<file path="src/common/ext_mem_cfg.svh">
`ifndef EXT_MEM_CFG_SVH
`define EXT_MEM_CFG_SVH

// Word address width of the external memory
`define EXT_MEM_ADDR_W 12

// Cache index width
// Both caches use this, 16 lines each by default
`define EXT_MEM_IDX_W 4

// Outstanding requests allowed on the external port
`define EXT_MEM_CREDITS 4

`endif

</file>
<file path="src/common/ext_mem_pkg.sv">
`include "ext_mem_cfg.svh"

package ext_mem_pkg;

   // Basic payload types
   typedef logic [31:0]                 data_t;   // One memory word
   typedef logic [`EXT_MEM_ADDR_W-1:0]  addr_t;   // Word address
   typedef logic [3:0]                  strb_t;   // Byte strobe

   // Data port opcodes
   typedef enum logic [1:0] {
      D_READ  = 2'd0,
      D_WRITE = 2'd1,
      D_INVAL = 2'd2   // Clear every line
   } d_op_e;

   // Cache controller states
   // Shared by both caches, C_INVAL only used by dcache
   typedef enum logic [2:0] {
      C_IDLE   = 3'd0,
      C_LOOKUP = 3'd1,   // Tag compare
      C_MISS   = 3'd2,   // Drop victim, raise back-end req
      C_WAIT   = 3'd3,   // Back-end req held until ack
      C_INVAL  = 3'd4    // Walk through all lines
   } cache_state_e;

   // Tag of the external response owner
   typedef enum logic {
      SRC_I = 1'b0,
      SRC_D = 1'b1
   } src_e;

endpackage

</file>
<file path="src/common/mem_bus_if.sv">
// Cache back-end bus, request held until a one cycle ack
interface mem_bus_if import ext_mem_pkg::*; ();

   logic  req;     // Request valid
   logic  we;      // Write when high
   addr_t addr;
   data_t wdata;
   strb_t wstrb;   // Zero on reads
   data_t rdata;   // Valid with ack on reads
   logic  ack;

   // Cache side
   modport master (
      output req, we, addr, wdata, wstrb,
      input  rdata, ack
   );

   // Merge unit side
   modport slave (
      input  req, we, addr, wdata, wstrb,
      output rdata, ack
   );

endinterface

</file>
<file path="src/icache.sv">
`include "ext_mem_cfg.svh"

module icache import ext_mem_pkg::*; (
   input  logic      clk_i,
   input  logic      arst_i,
   input  logic      i_req_i,
   input  addr_t     i_addr_i,
   output data_t     i_rdata_o,
   output logic      i_ack_o,
   mem_bus_if.master be
);

   localparam int LINES = 2 ** `EXT_MEM_IDX_W;
   localparam int TAG_W = `EXT_MEM_ADDR_W - `EXT_MEM_IDX_W;

   cache_state_e state_q;
   logic [LINES-1:0] valid_q;            // One bit per line
   logic [TAG_W-1:0] tag_q [LINES];
   data_t            data_q [LINES];
   data_t            rdata_q;
   logic             ack_q;
   logic             be_req_q;

   logic [`EXT_MEM_IDX_W-1:0] idx;
   logic [TAG_W-1:0]          tag;
   logic                      hit;
   logic                      fill;

   // Address split, fields are held by the requester
   assign idx  = i_addr_i[`EXT_MEM_IDX_W-1:0];
   assign tag  = i_addr_i[`EXT_MEM_ADDR_W-1:`EXT_MEM_IDX_W];
   assign hit  = valid_q[idx] && (tag_q[idx] == tag);
   assign fill = (state_q == C_WAIT) && be.ack;   // Refill word arrives

   // Back-end is read only
   assign be.req   = be_req_q;
   assign be.we    = 1'b0;
   assign be.addr  = i_addr_i;
   assign be.wdata = '0;
   assign be.wstrb = '0;

   assign i_rdata_o = rdata_q;
   assign i_ack_o   = ack_q;

   // Controller
   always_ff @(posedge clk_i or posedge arst_i) begin
      if (arst_i) begin
         state_q  <= C_IDLE;
         valid_q  <= '0;
         ack_q    <= 1'b0;
         be_req_q <= 1'b0;
      end else begin
         ack_q <= 1'b0;   // Ack lasts one cycle
         case (state_q)
            C_IDLE: begin
               // Req still high during our own ack cycle
               if (i_req_i && !ack_q) begin
                  state_q <= C_LOOKUP;
               end
            end
            C_LOOKUP: begin
               if (hit) begin
                  ack_q   <= 1'b1;
                  state_q <= C_IDLE;
               end else begin
                  state_q <= C_MISS;
               end
            end
            C_MISS: begin
               valid_q[idx] <= 1'b0;   // Old line is gone
               be_req_q     <= 1'b1;
               state_q      <= C_WAIT;
            end
            C_WAIT: begin
               if (be.ack) begin
                  be_req_q     <= 1'b0;
                  valid_q[idx] <= 1'b1;
                  ack_q        <= 1'b1;
                  state_q      <= C_IDLE;
               end
            end
            default: state_q <= C_IDLE;
         endcase
      end
   end

   // Line arrays and read data
   always_ff @(posedge clk_i) begin
      if (state_q == C_LOOKUP && hit) begin
         rdata_q <= data_q[idx];
      end
      if (fill) begin
         tag_q[idx]  <= tag;
         data_q[idx] <= be.rdata;
         rdata_q     <= be.rdata;   // Forward refill word
      end
   end

endmodule

</file>
<file path="src/dcache.sv">
`include "ext_mem_cfg.svh"

module dcache import ext_mem_pkg::*; (
   input  logic      clk_i,
   input  logic      arst_i,
   input  logic      d_req_i,
   input  d_op_e     d_op_i,
   input  addr_t     d_addr_i,
   input  data_t     d_wdata_i,
   input  strb_t     d_wstrb_i,
   output data_t     d_rdata_o,
   output logic      d_ack_o,
   mem_bus_if.master be
);

   localparam int LINES = 2 ** `EXT_MEM_IDX_W;
   localparam int TAG_W = `EXT_MEM_ADDR_W - `EXT_MEM_IDX_W;

   cache_state_e state_q;
   logic [LINES-1:0]          valid_q;
   logic [`EXT_MEM_IDX_W-1:0] inv_idx_q;   // Invalidate walk
   logic [TAG_W-1:0]          tag_q [LINES];
   data_t                     data_q [LINES];
   data_t                     rdata_q;
   logic                      ack_q;
   logic                      be_req_q;

   logic [`EXT_MEM_IDX_W-1:0] idx;
   logic [TAG_W-1:0]          tag;
   logic                      hit;
   logic                      is_wr;
   logic                      be_done;

   // Byte merge of a write into a cached word
   function automatic data_t merge_bytes(data_t old_w, data_t new_w, strb_t strb);
      data_t res;
      res = old_w;
      for (int b = 0; b < 4; b++) begin
         if (strb[b]) begin
            res[8*b +: 8] = new_w[8*b +: 8];
         end
      end
      return res;
   endfunction

   assign idx     = d_addr_i[`EXT_MEM_IDX_W-1:0];
   assign tag     = d_addr_i[`EXT_MEM_ADDR_W-1:`EXT_MEM_IDX_W];
   assign hit     = valid_q[idx] && (tag_q[idx] == tag);
   assign is_wr   = (d_op_i == D_WRITE);
   assign be_done = (state_q == C_WAIT) && be.ack;

   // Write through, strobe only on writes
   assign be.req   = be_req_q;
   assign be.we    = is_wr;
   assign be.addr  = d_addr_i;
   assign be.wdata = d_wdata_i;
   assign be.wstrb = is_wr ? d_wstrb_i : '0;

   assign d_rdata_o = rdata_q;
   assign d_ack_o   = ack_q;

   always_ff @(posedge clk_i or posedge arst_i) begin
      if (arst_i) begin
         state_q   <= C_IDLE;
         valid_q   <= '0;
         inv_idx_q <= '0;
         ack_q     <= 1'b0;
         be_req_q  <= 1'b0;
      end else begin
         ack_q <= 1'b0;
         case (state_q)
            C_IDLE: begin
               if (d_req_i && !ack_q) begin
                  inv_idx_q <= '0;
                  state_q   <= (d_op_i == D_INVAL) ? C_INVAL : C_LOOKUP;
               end
            end
            C_LOOKUP: begin
               if (is_wr) begin   // No write allocate
                  be_req_q <= 1'b1;
                  state_q  <= C_WAIT;
               end else if (hit) begin
                  ack_q   <= 1'b1;
                  state_q <= C_IDLE;
               end else begin
                  state_q <= C_MISS;
               end
            end
            C_MISS: begin
               valid_q[idx] <= 1'b0;
               be_req_q     <= 1'b1;
               state_q      <= C_WAIT;
            end
            C_WAIT: begin
               if (be.ack) begin
                  be_req_q <= 1'b0;
                  if (!is_wr) valid_q[idx] <= 1'b1;   // Refilled
                  ack_q   <= 1'b1;
                  state_q <= C_IDLE;
               end
            end
            C_INVAL: begin
               valid_q[inv_idx_q] <= 1'b0;
               inv_idx_q          <= inv_idx_q + 1'b1;
               if (&inv_idx_q) begin   // Last line
                  ack_q   <= 1'b1;
                  state_q <= C_IDLE;
               end
            end
            default: state_q <= C_IDLE;
         endcase
      end
   end

   always_ff @(posedge clk_i) begin
      if (state_q == C_LOOKUP && hit && !is_wr) rdata_q <= data_q[idx];
      if (be_done && !is_wr) begin
         tag_q[idx]  <= tag;
         data_q[idx] <= be.rdata;
         rdata_q     <= be.rdata;
      end
      // Keep a hit line in step with memory
      if (be_done && is_wr && hit) begin
         data_q[idx] <= merge_bytes(data_q[idx], d_wdata_i, d_wstrb_i);
      end
   end

endmodule

</file>
<file path="src/bus_merge.sv">
`include "ext_mem_cfg.svh"

module bus_merge import ext_mem_pkg::*; (
   input  logic     clk_i,
   input  logic     arst_i,
   mem_bus_if.slave i_be,
   mem_bus_if.slave d_be,
   output logic     mem_req_valid_o,
   output logic     mem_req_we_o,
   output addr_t    mem_req_addr_o,
   output data_t    mem_req_wdata_o,
   output strb_t    mem_req_wstrb_o,
   input  logic     mem_credit_i,
   input  logic     mem_rsp_valid_i,
   input  data_t    mem_rsp_rdata_i
);

   localparam int DEPTH = `EXT_MEM_CREDITS;
   localparam int CNT_W = $clog2(DEPTH + 1);
   localparam int PTR_W = (DEPTH > 1) ? $clog2(DEPTH) : 1;

   logic             grant_vld_q;    // Granted, not yet issued
   src_e             grant_src_q;
   logic             i_busy_q;       // In flight on the external port
   logic             d_busy_q;
   logic [CNT_W-1:0] credit_cnt_q;
   src_e             tag_mem [DEPTH];   // Owner of each outstanding request
   logic [PTR_W-1:0] tag_wr_q;
   logic [PTR_W-1:0] tag_rd_q;

   logic i_pend;
   logic d_pend;
   logic issue;
   logic grant_free;
   logic sel_d;
   src_e head;

   function automatic logic [PTR_W-1:0] ptr_inc(logic [PTR_W-1:0] p);
      return (p == PTR_W'(DEPTH - 1)) ? '0 : p + 1'b1;
   endfunction

   // A master already granted or in flight is not pending
   assign i_pend = i_be.req && !i_busy_q && !(grant_vld_q && grant_src_q == SRC_I);
   assign d_pend = d_be.req && !d_busy_q && !(grant_vld_q && grant_src_q == SRC_D);
   assign issue      = grant_vld_q && (credit_cnt_q != '0);   // Stalls at zero credits
   assign grant_free = !grant_vld_q || issue;
   assign sel_d      = (grant_src_q == SRC_D);
   assign head       = tag_mem[tag_rd_q];

   assign mem_req_valid_o = issue;
   assign mem_req_we_o    = sel_d ? d_be.we    : i_be.we;
   assign mem_req_addr_o  = sel_d ? d_be.addr  : i_be.addr;
   assign mem_req_wdata_o = sel_d ? d_be.wdata : i_be.wdata;
   assign mem_req_wstrb_o = sel_d ? d_be.wstrb : i_be.wstrb;

   // In order responses go to the oldest tag
   assign i_be.ack   = mem_rsp_valid_i && (head == SRC_I);
   assign d_be.ack   = mem_rsp_valid_i && (head == SRC_D);
   assign i_be.rdata = mem_rsp_rdata_i;
   assign d_be.rdata = mem_rsp_rdata_i;

   always_ff @(posedge clk_i or posedge arst_i) begin
      if (arst_i) begin
         grant_vld_q  <= 1'b0;
         grant_src_q  <= SRC_I;
         i_busy_q     <= 1'b0;
         d_busy_q     <= 1'b0;
         credit_cnt_q <= CNT_W'(DEPTH);
         tag_wr_q     <= '0;
         tag_rd_q     <= '0;
      end else begin
         if (issue) grant_vld_q <= 1'b0;
         if (grant_free && d_pend) begin   // Data cache first
            grant_vld_q <= 1'b1;
            grant_src_q <= SRC_D;
         end else if (grant_free && i_pend) begin
            grant_vld_q <= 1'b1;
            grant_src_q <= SRC_I;
         end
         if (issue && !sel_d) i_busy_q <= 1'b1;
         if (issue && sel_d)  d_busy_q <= 1'b1;
         if (i_be.ack) i_busy_q <= 1'b0;
         if (d_be.ack) d_busy_q <= 1'b0;
         credit_cnt_q <= credit_cnt_q - CNT_W'(issue) + CNT_W'(mem_credit_i);
         if (issue) tag_wr_q <= ptr_inc(tag_wr_q);
         if (mem_rsp_valid_i) tag_rd_q <= ptr_inc(tag_rd_q);
      end
   end

   always_ff @(posedge clk_i) begin
      if (issue) tag_mem[tag_wr_q] <= grant_src_q;
   end

endmodule

</file>
<file path="src/ext_mem.sv">
module ext_mem import ext_mem_pkg::*; (
   input  logic  clk_i,
   input  logic  arst_i,

   // Instruction port
   input  logic  i_req_i,
   input  addr_t i_addr_i,
   output data_t i_rdata_o,
   output logic  i_ack_o,

   // Data port
   input  logic  d_req_i,
   input  d_op_e d_op_i,
   input  addr_t d_addr_i,
   input  data_t d_wdata_i,
   input  strb_t d_wstrb_i,
   output data_t d_rdata_o,
   output logic  d_ack_o,

   // External memory, credit based
   output logic  mem_req_valid_o,
   output logic  mem_req_we_o,
   output addr_t mem_req_addr_o,
   output data_t mem_req_wdata_o,
   output strb_t mem_req_wstrb_o,
   input  logic  mem_credit_i,
   input  logic  mem_rsp_valid_i,
   input  data_t mem_rsp_rdata_i
);

   // Cache back-ends into the merge unit
   mem_bus_if i_be ();
   mem_bus_if d_be ();

   icache icache_i (
      .clk_i     (clk_i),
      .arst_i    (arst_i),
      .i_req_i   (i_req_i),
      .i_addr_i  (i_addr_i),
      .i_rdata_o (i_rdata_o),
      .i_ack_o   (i_ack_o),
      .be        (i_be.master)
   );

   dcache dcache_i (
      .clk_i     (clk_i),
      .arst_i    (arst_i),
      .d_req_i   (d_req_i),
      .d_op_i    (d_op_i),
      .d_addr_i  (d_addr_i),
      .d_wdata_i (d_wdata_i),
      .d_wstrb_i (d_wstrb_i),
      .d_rdata_o (d_rdata_o),
      .d_ack_o   (d_ack_o),
      .be        (d_be.master)
   );

   bus_merge bus_merge_i (
      .clk_i           (clk_i),
      .arst_i          (arst_i),
      .i_be            (i_be.slave),
      .d_be            (d_be.slave),
      .mem_req_valid_o (mem_req_valid_o),
      .mem_req_we_o    (mem_req_we_o),
      .mem_req_addr_o  (mem_req_addr_o),
      .mem_req_wdata_o (mem_req_wdata_o),
      .mem_req_wstrb_o (mem_req_wstrb_o),
      .mem_credit_i    (mem_credit_i),
      .mem_rsp_valid_i (mem_rsp_valid_i),
      .mem_rsp_rdata_i (mem_rsp_rdata_i)
   );

endmodule

</file>
<file path="config.mk">
export PLATFORM = sky130hd
export DESIGN_NAME = ext_mem
export DESIGN_NICKNAME = d
export VERILOG_FILES = /design/src/common/ext_mem_pkg.sv /design/src/common/mem_bus_if.sv /design/src/icache.sv /design/src/dcache.sv /design/src/bus_merge.sv /design/src/ext_mem.sv
export VERILOG_INCLUDE_DIRS = /design/src /design/src/common
export SDC_FILE = /design/constraint.sdc
export NUM_CORES = 2
export LEC_CHECK = 0
export ABC_AREA = 1
export BUFFER_PORTS_ARGS = -buffer_cell sky130_fd_sc_hd__buf_2
export CAP_MARGIN = 20
export CORE_MARGIN = 10
export CORE_UTILIZATION = 40
export CTS_BUF_LIST = sky130_fd_sc_hd__clkbuf_16
export DETAILED_ROUTE_END_ITERATION = 16
export PLACE_DENSITY = 0.56
export SYNTH_ARGS = -nofsm -noshare
export SYNTH_HDL_FRONTEND = slang
export SYNTH_SLANG_ARGS = --single-unit
</file>
<file path="constraint.sdc">
create_clock -name clk_i -period 5.5 [get_ports clk_i]
set_input_delay 0.825 -clock clk_i [delete_from_list [all_inputs] [get_ports clk_i]]
set_output_delay 0.825 -clock clk_i [all_outputs]
set_load 0.05 [all_outputs]
</file>
After elaboration in Yosys (flattened, before gate mapping):

Memory sizes are Yosys's and may differ from the RTL's. A register that Yosys moved wholly into a read port is not among the register bits.
Index checks and enable logic that the tools add are counted.

* flip-flop bits (word level): 89
* latch bits: 0
* bits in writable memories: 1284
* memory bits (read-only): 0
* input port bits: 100
* output and inout bits: 116
* logic and storage cells: 198
* memories: 5

* add/subtract/negate cells: 5
* multiply operators: 0
* div/mod/pow operators: 0
* $lt $le $gt $ge: 6
* eq/ne operators: 20
* shifts and indexed selects: 0
* muxes and demuxes: 76
* bitwise logic cells: 11
* reductions and logical operators: 58

Memory list
* dcache_i.data_q: words 16, bits a word 32, read ports 1, clocked after memory_dff 0, wr ports 1, line dcache.sv:23 `data_t data_q [LINES];`
* icache_i.data_q: words 16, bits a word 32, read ports 1, clocked after memory_dff 1, wr ports 1, line icache.sv:19 `data_t data_q [LINES];`
* dcache_i.tag_q: words 16, bits a word 8, read ports 1, clocked after memory_dff 0, wr ports 1, line dcache.sv:22 `logic [TAG_W-1:0] tag_q [LINES];`
* icache_i.tag_q: words 16, bits a word 8, read ports 1, clocked after memory_dff 0, wr ports 1, line icache.sv:18 `logic [TAG_W-1:0] tag_q [LINES];`
* bus_merge_i.tag_mem: words 4, bits a word 1, read ports 1, clocked after memory_dff 0, wr ports 1, line bus_merge.sv:27 `src_e tag_mem [DEPTH];`

Operator list (number)
* $mux W32: 4
* $mux W8: 8
* $and A16 B16 Y16: 3
* $mux W16: 3
* $not A16 Y16: 3
* $pmux W16 S3: 1
* $mux W1: 32
* $or A16 B16 Y16: 2
* $pmux W16 S2: 1
* $logic_and A1 B1 Y1: 28
* $mux W3: 7
* $eq A8 B8 Y1: 2
* $lt A4 B5 Y1 const B: 3
* $pmux W3 S5: 1
* $reduce_bool A2 Y1: 7
* $demux W1 S4: 3
* $eq A3 B2 Y1 const B: 4
* $ge A4 B1 Y1 const B: 3
* $mux W12: 1
* $mux W4: 3
* $ne A2 B1 Y1 const B: 6
* $pmux W3 S4: 1
* $reduce_bool A3 Y1: 4
* $logic_not A1 Y1: 9
* other kinds (21): 37

Longest topological paths before layout:

* depth after elaboration: 8
* mapped depth: 20
* gate-level depth less buffers: 17

Cells and area by module:

Synthesis repeated with hierarchy kept, for this count alone.

* cell total of the unflattened synthesis: 4373
* area total of the unflattened synthesis: 57044.7 um^2

Modules (own cells, without submodules)
* dcache: times used 1, cells an instance 2173, area each 28427.3 um^2, seq. area each 20805.0 um^2
* icache: times used 1, cells an instance 1885, area each 26705.6 um^2, seq. area each 20679.8 um^2
* bus_merge: times used 1, cells an instance 315, area each 1911.8 um^2, seq. area each 396.6 um^2

Least setup slack after synthesis:

OpenSTA, ideal clock, no wires.

* path kind: input-to-reg
* from: input port d_addr_i[1]
* to: memory dcache_i.data_q[8][0] (netlist bit) (enable)
* setup time: 432 ps
* data arrival time: 4047 ps
* required time: 5068 ps
* slack: 1021 ps
* stages: 16
* path buffers: 4
* cells stage by stage: buf_4 -> inv_2 -> nor2_2 -> buf_2 -> nand2_1 -> nand3_1 -> nand2_1 -> nand2_1 -> o21ai_0 -> nand2_1 -> nand2_1 -> nor2_1 -> nand4_1 -> buf_2 -> buf_2 -> a21oi_1

* cells in the longest elaborated chain, start to end: 7
* elaborated cells between the ends (all ways): 9
* those cells by class: 1 x eq/ne; 4 x mux; 1 x bitwise; 2 x reduce/logical; 1 x memory

Ends and longest elaborated chain
* start, declared: line ext_mem.sv:14 `input addr_t d_addr_i,`
* $mem_v2 Z16 W8 or $bmux W1 S4 (tied branches)
* $eq A8 B8 Y1 or $mux W1 (tied branches): line dcache.sv:48 `assign hit = valid_q[idx] && (tag_q[idx] == tag);`
* $logic_and A1 B1 Y1: line dcache.sv:48
* $logic_and A1 B1 Y1: line dcache.sv:123 `if (be_done && is_wr && hit) begin`
* $mux W1: line dcache.sv:123
* $mux W1 (not written as such): line dcache.sv:124 `data_q[idx] <= merge_bytes(data_q[idx], d_wdata_i, d_wstrb_i);`
* $or A1 B1 Y1 (no source line)
* end, declared: line dcache.sv:23

Several ways; a longest one is shown, not always the timed one. The select of a mux whose other input is x is not followed.

Final worst setup path:

* from: input port d_addr_i[0]
* to: memory dcache_i.data_q[1][24] (netlist bit) (enable)

The elaborated chain is that of the path after synthesis.

==> impl_results.md <==
- Vias: 34663
- Net count reported at finish: roughly 4400
- Synth top cells by count: 1348 x edfxtp_1, 872 x nand2_1, 532 x a22oi_1, 219 x a21oi_1, 195 x o21ai_0
- Seq/Total Area, Yosys: between 70% and 80%
- Seq pwr share: 49.1%
- Post-route insts no fill: 6169
- Global route overflow: 0
- Worst-path clk slew: about 0.06 ns
- Largest net degree at the start of global routing: about 130
- Status: complete, no violations
- CTS tree: yes
- Setup TNS: 0 ns
- Share of the synthesized area in the top cell type: 73.4%
- ANT nets after route: 0
- Post-Syn Nets: 4150
- WP data required: 5.90 ns
- Initial Utilization: between 40% and 50%
- Row count: between 100 and 150
- CTS Sinks: roughly 1400
- P_int: between 15 and 20 mW
- Die width: 391 µm
- Max_cap viols: 0
- Hold Violations, Final: 0
- Worst Setup End Kind: register
- DP HPWL: 90800 µm
- RSZ-0062 raised after global routing: no
- GRT Total Usage: 20.9%
- Achievable frequency: 0.261 GHz
- PortBufs: approximately 220
- Post-CTS resize count: 0
- CP dominant cell by count: nand2_1
- WS Path Type: input pin to register
- Slew Limit Headroom: about 22%
- Yosys synthesis warning count: 0
- Tcrit/Tclk final: 69.8%
- Synth top area cells: edfxtp_1 73%, a22oi_1 7.2%, nand2_1 5.9%, dfrtp_1 2.5%, a21oi_1 2.0%
- First-pass GRT wire length: 236000 µm
- Detailed Routing Iterations Pass 1: 6
- Pre-CTS WS: 0.849 ns
- CTS buffer count: 145
- Sw Ratio: 27.1%
- Reg2reg setup slack: 1.85 ns
- Mapped Cells: slightly above 4000
- Top-count cell post-synth: edfxtp_1
- Post-route DRC: 0
- Worst path max stage delay: 0.58 ns
- Top Ports: 216
- Worst-skew pair later-pin latency: 0.78 ns
- Post-DR wirelength/cell: around 26 µm
- Pwr dens: 397 nW/µm²
- Clock Path Buffers: 3
- Synth Flop Type: edfxtp_1
- Synth Register Bits: 1404
- Cell Area, Synth: 55100 µm²
- Final WS setup: 1.66 ns
- Die height: around 400 µm
- Initial antenna violation count: 18
- Library cells used by synthesis: 39
- H-Tree Depth: 4
- Area Growth Syn to Fin: 14.9%
- Inst Count DP: 5900
- Final setup fails: 0
- Hold buffers post-CTS: 0
- Clock power frac: about 38%
- Worst setup SP type: input pin
- Pleak: around 22 nW
- Max rail drop VDD: 0.233 mV
- DR vias/cell: roughly 5.6
- Async SR Flop Fraction: 3.99%
- Crit-path cells: buf_2 -> buf_4 -> nand2_2 -> inv_4 -> nand2_1 -> nand3_1 -> nand2_1 -> nand2_1 -> inv_1 -> nand2_1 -> nand2_1 -> nand2_1 -> nand2_1 -> nor2_1 -> nand4_1 -> buf_12 -> a21oi_4 -> buf_4
- CP Max Fanout: 48
- CP max stage cell: buf_4
- Die area: between 150000 and 200000 µm²
- Post-synth EDFFs: 1348
- Layout cells sized above 1: 14.2%
- Worst Skew: roughly 0.019 ns
- WL final: 163000 µm
- Max-slew violations: 0
- Initial DRC Count: 3646
- Avg Inst Size Synth: about 14 µm²
- Min Clock Period, post-route: between 3 and 4 ns
- Hold WC Path Type: input pin to async pin
- Post-CTS repair timing setup buffer count: 0
- Net Switching: 6.79 mW
- Clock root cell: clkbuf_16
- Slew @ Worst Pin: 1.17 ns
- Gpl congestion: 0.839
- Hold Worst Slack: 0.266 ns
- Comb pwr share: around an eighth
- Vias in the first global route: 34027
- Core Area: 137000 µm²
- Critical Path AT: 4.24 ns
- Post-synth top area cell: edfxtp_1
-- sequential cells by signal, summed over array words and instances (netlist names), 2 cells and up, named ones only --
| register | flops |
|---|---|
| icache_i.tag_q | 128 |
| icache_i.data_q | 512 |
| dcache_i.inv_idx_q | 4 |
| dcache_i.tag_q | 128 |
| icache_i.state_q | 2 |
| icache_i.i_rdata_o | 32 |
| bus_merge_i.tag_rd_q | 2 |
| bus_merge_i.tag_mem | 4 |
| dcache_i.data_q | 512 |
| dcache_i.valid_q | 16 |
| dcache_i.d_rdata_o | 32 |
| bus_merge_i.tag_wr_q | 2 |
| dcache_i.state_q | 3 |
| bus_merge_i.credit_cnt_q | 3 |
-- cells in the final DEF, fill, tap and decap left out, types with 66 or more instances in the layout --
cell type and n:
edfxtp_1 1348, clkbuf_16 149, buf_2 215, nand2_1 868
o21ai_0 195, a21oi_1 203, inv_1 185, nand4_1 71
buf_4 66, a22oi_1 532, nor2_1 134
-- power by group through the flow --
| stage | Combinational (mW) | Clock (mW) | Sequential (mW) |
|---|---|---|---|
| finish | 3.25 | 9.53 | 12.3 |
| global route | 3.53 | 10.1 | 12.4 |
| CTS | 3.25 | 9.66 | 12.3 |
| detailed placement | 3.24 | 0 | 12.6 |
| global placement | 3.22 | 0 | 12.6 |
| floorplan | 1.82 | 0 | 12.8 |
-- per-layer routing --
metal	up-vias	GRT usage, %	part of all wire (%)
met5	-	0	0.014
met4	4	5.74	2.2
met3	234	5.62	9.5
met2	1382	32.9	47
met1	17505	28.4	42
li1	15538	-	-
-- layout make-up --
cell class	instances	area (µm²)
diodes	5	12.5
inverters	168	641
clock buffers	149	3730
multi-input cells	2238	12100
well taps	1794	2240
clock inverters	115	866
fillers	12093	73800
flip-flops and latches	1404	41900
repair buffers	296	1870
-- logic make-up (layout without fill, tap and decap cells) --
logic type / count (synthesis) / count (layout) / synth area share, %
compound gates: 1017 / 1017 / 11.9
xor+xnor: 3 / 3 / 0.0477
fa+ha+maj: 12 / 12 / 0.286
buf+inv: 396 / 728 / 2.79
flops: 1404 / 1404 / 76.0
other cells: 0 / 5 / 0
simple gates: 1206 / 1206 / 8.95
-- final timing paths --
check	startpoint	end	depth (start not counted)
setup / recovery	d_addr_i[0]	dcache_i.data_q[1][24]	18
hold / removal	arst_i	async pin	3
setup reg to reg	dcache_i.state_q[0]	dcache_i.valid_q[5]	10
hold reg to reg	bus_merge_i.d_busy_q	bus_merge_i.d_busy_q	2
max in group asynchronous	arst_i	bus_merge_i.grant_src_q	3
min in group clk_i	mem_credit_i	bus_merge_i.credit_cnt_q[0]	2
-- stage by stage --
stage	power (mW)	instance area [µm²]	utilization (%)
2_1_floorplan	14.6	55100	-
3_3_place_gp	15.8	58700	42.8
3_5_place_dp	15.8	58700	42.8
4_1_cts	25.2	63300	46.2
5_1_grt	26.0	63300	46.2
6_report	25.1	63300	46.2
-- worst max-delay path, delay by kind of cell --
family	cells	cell delay [ns]
buffers and inverters	6	2.09
AOI/OAI and AO/OA	1	0.16
and+or+nand+nor	11	1.05
Note: power is estimated with default switching activity, not from simulation.
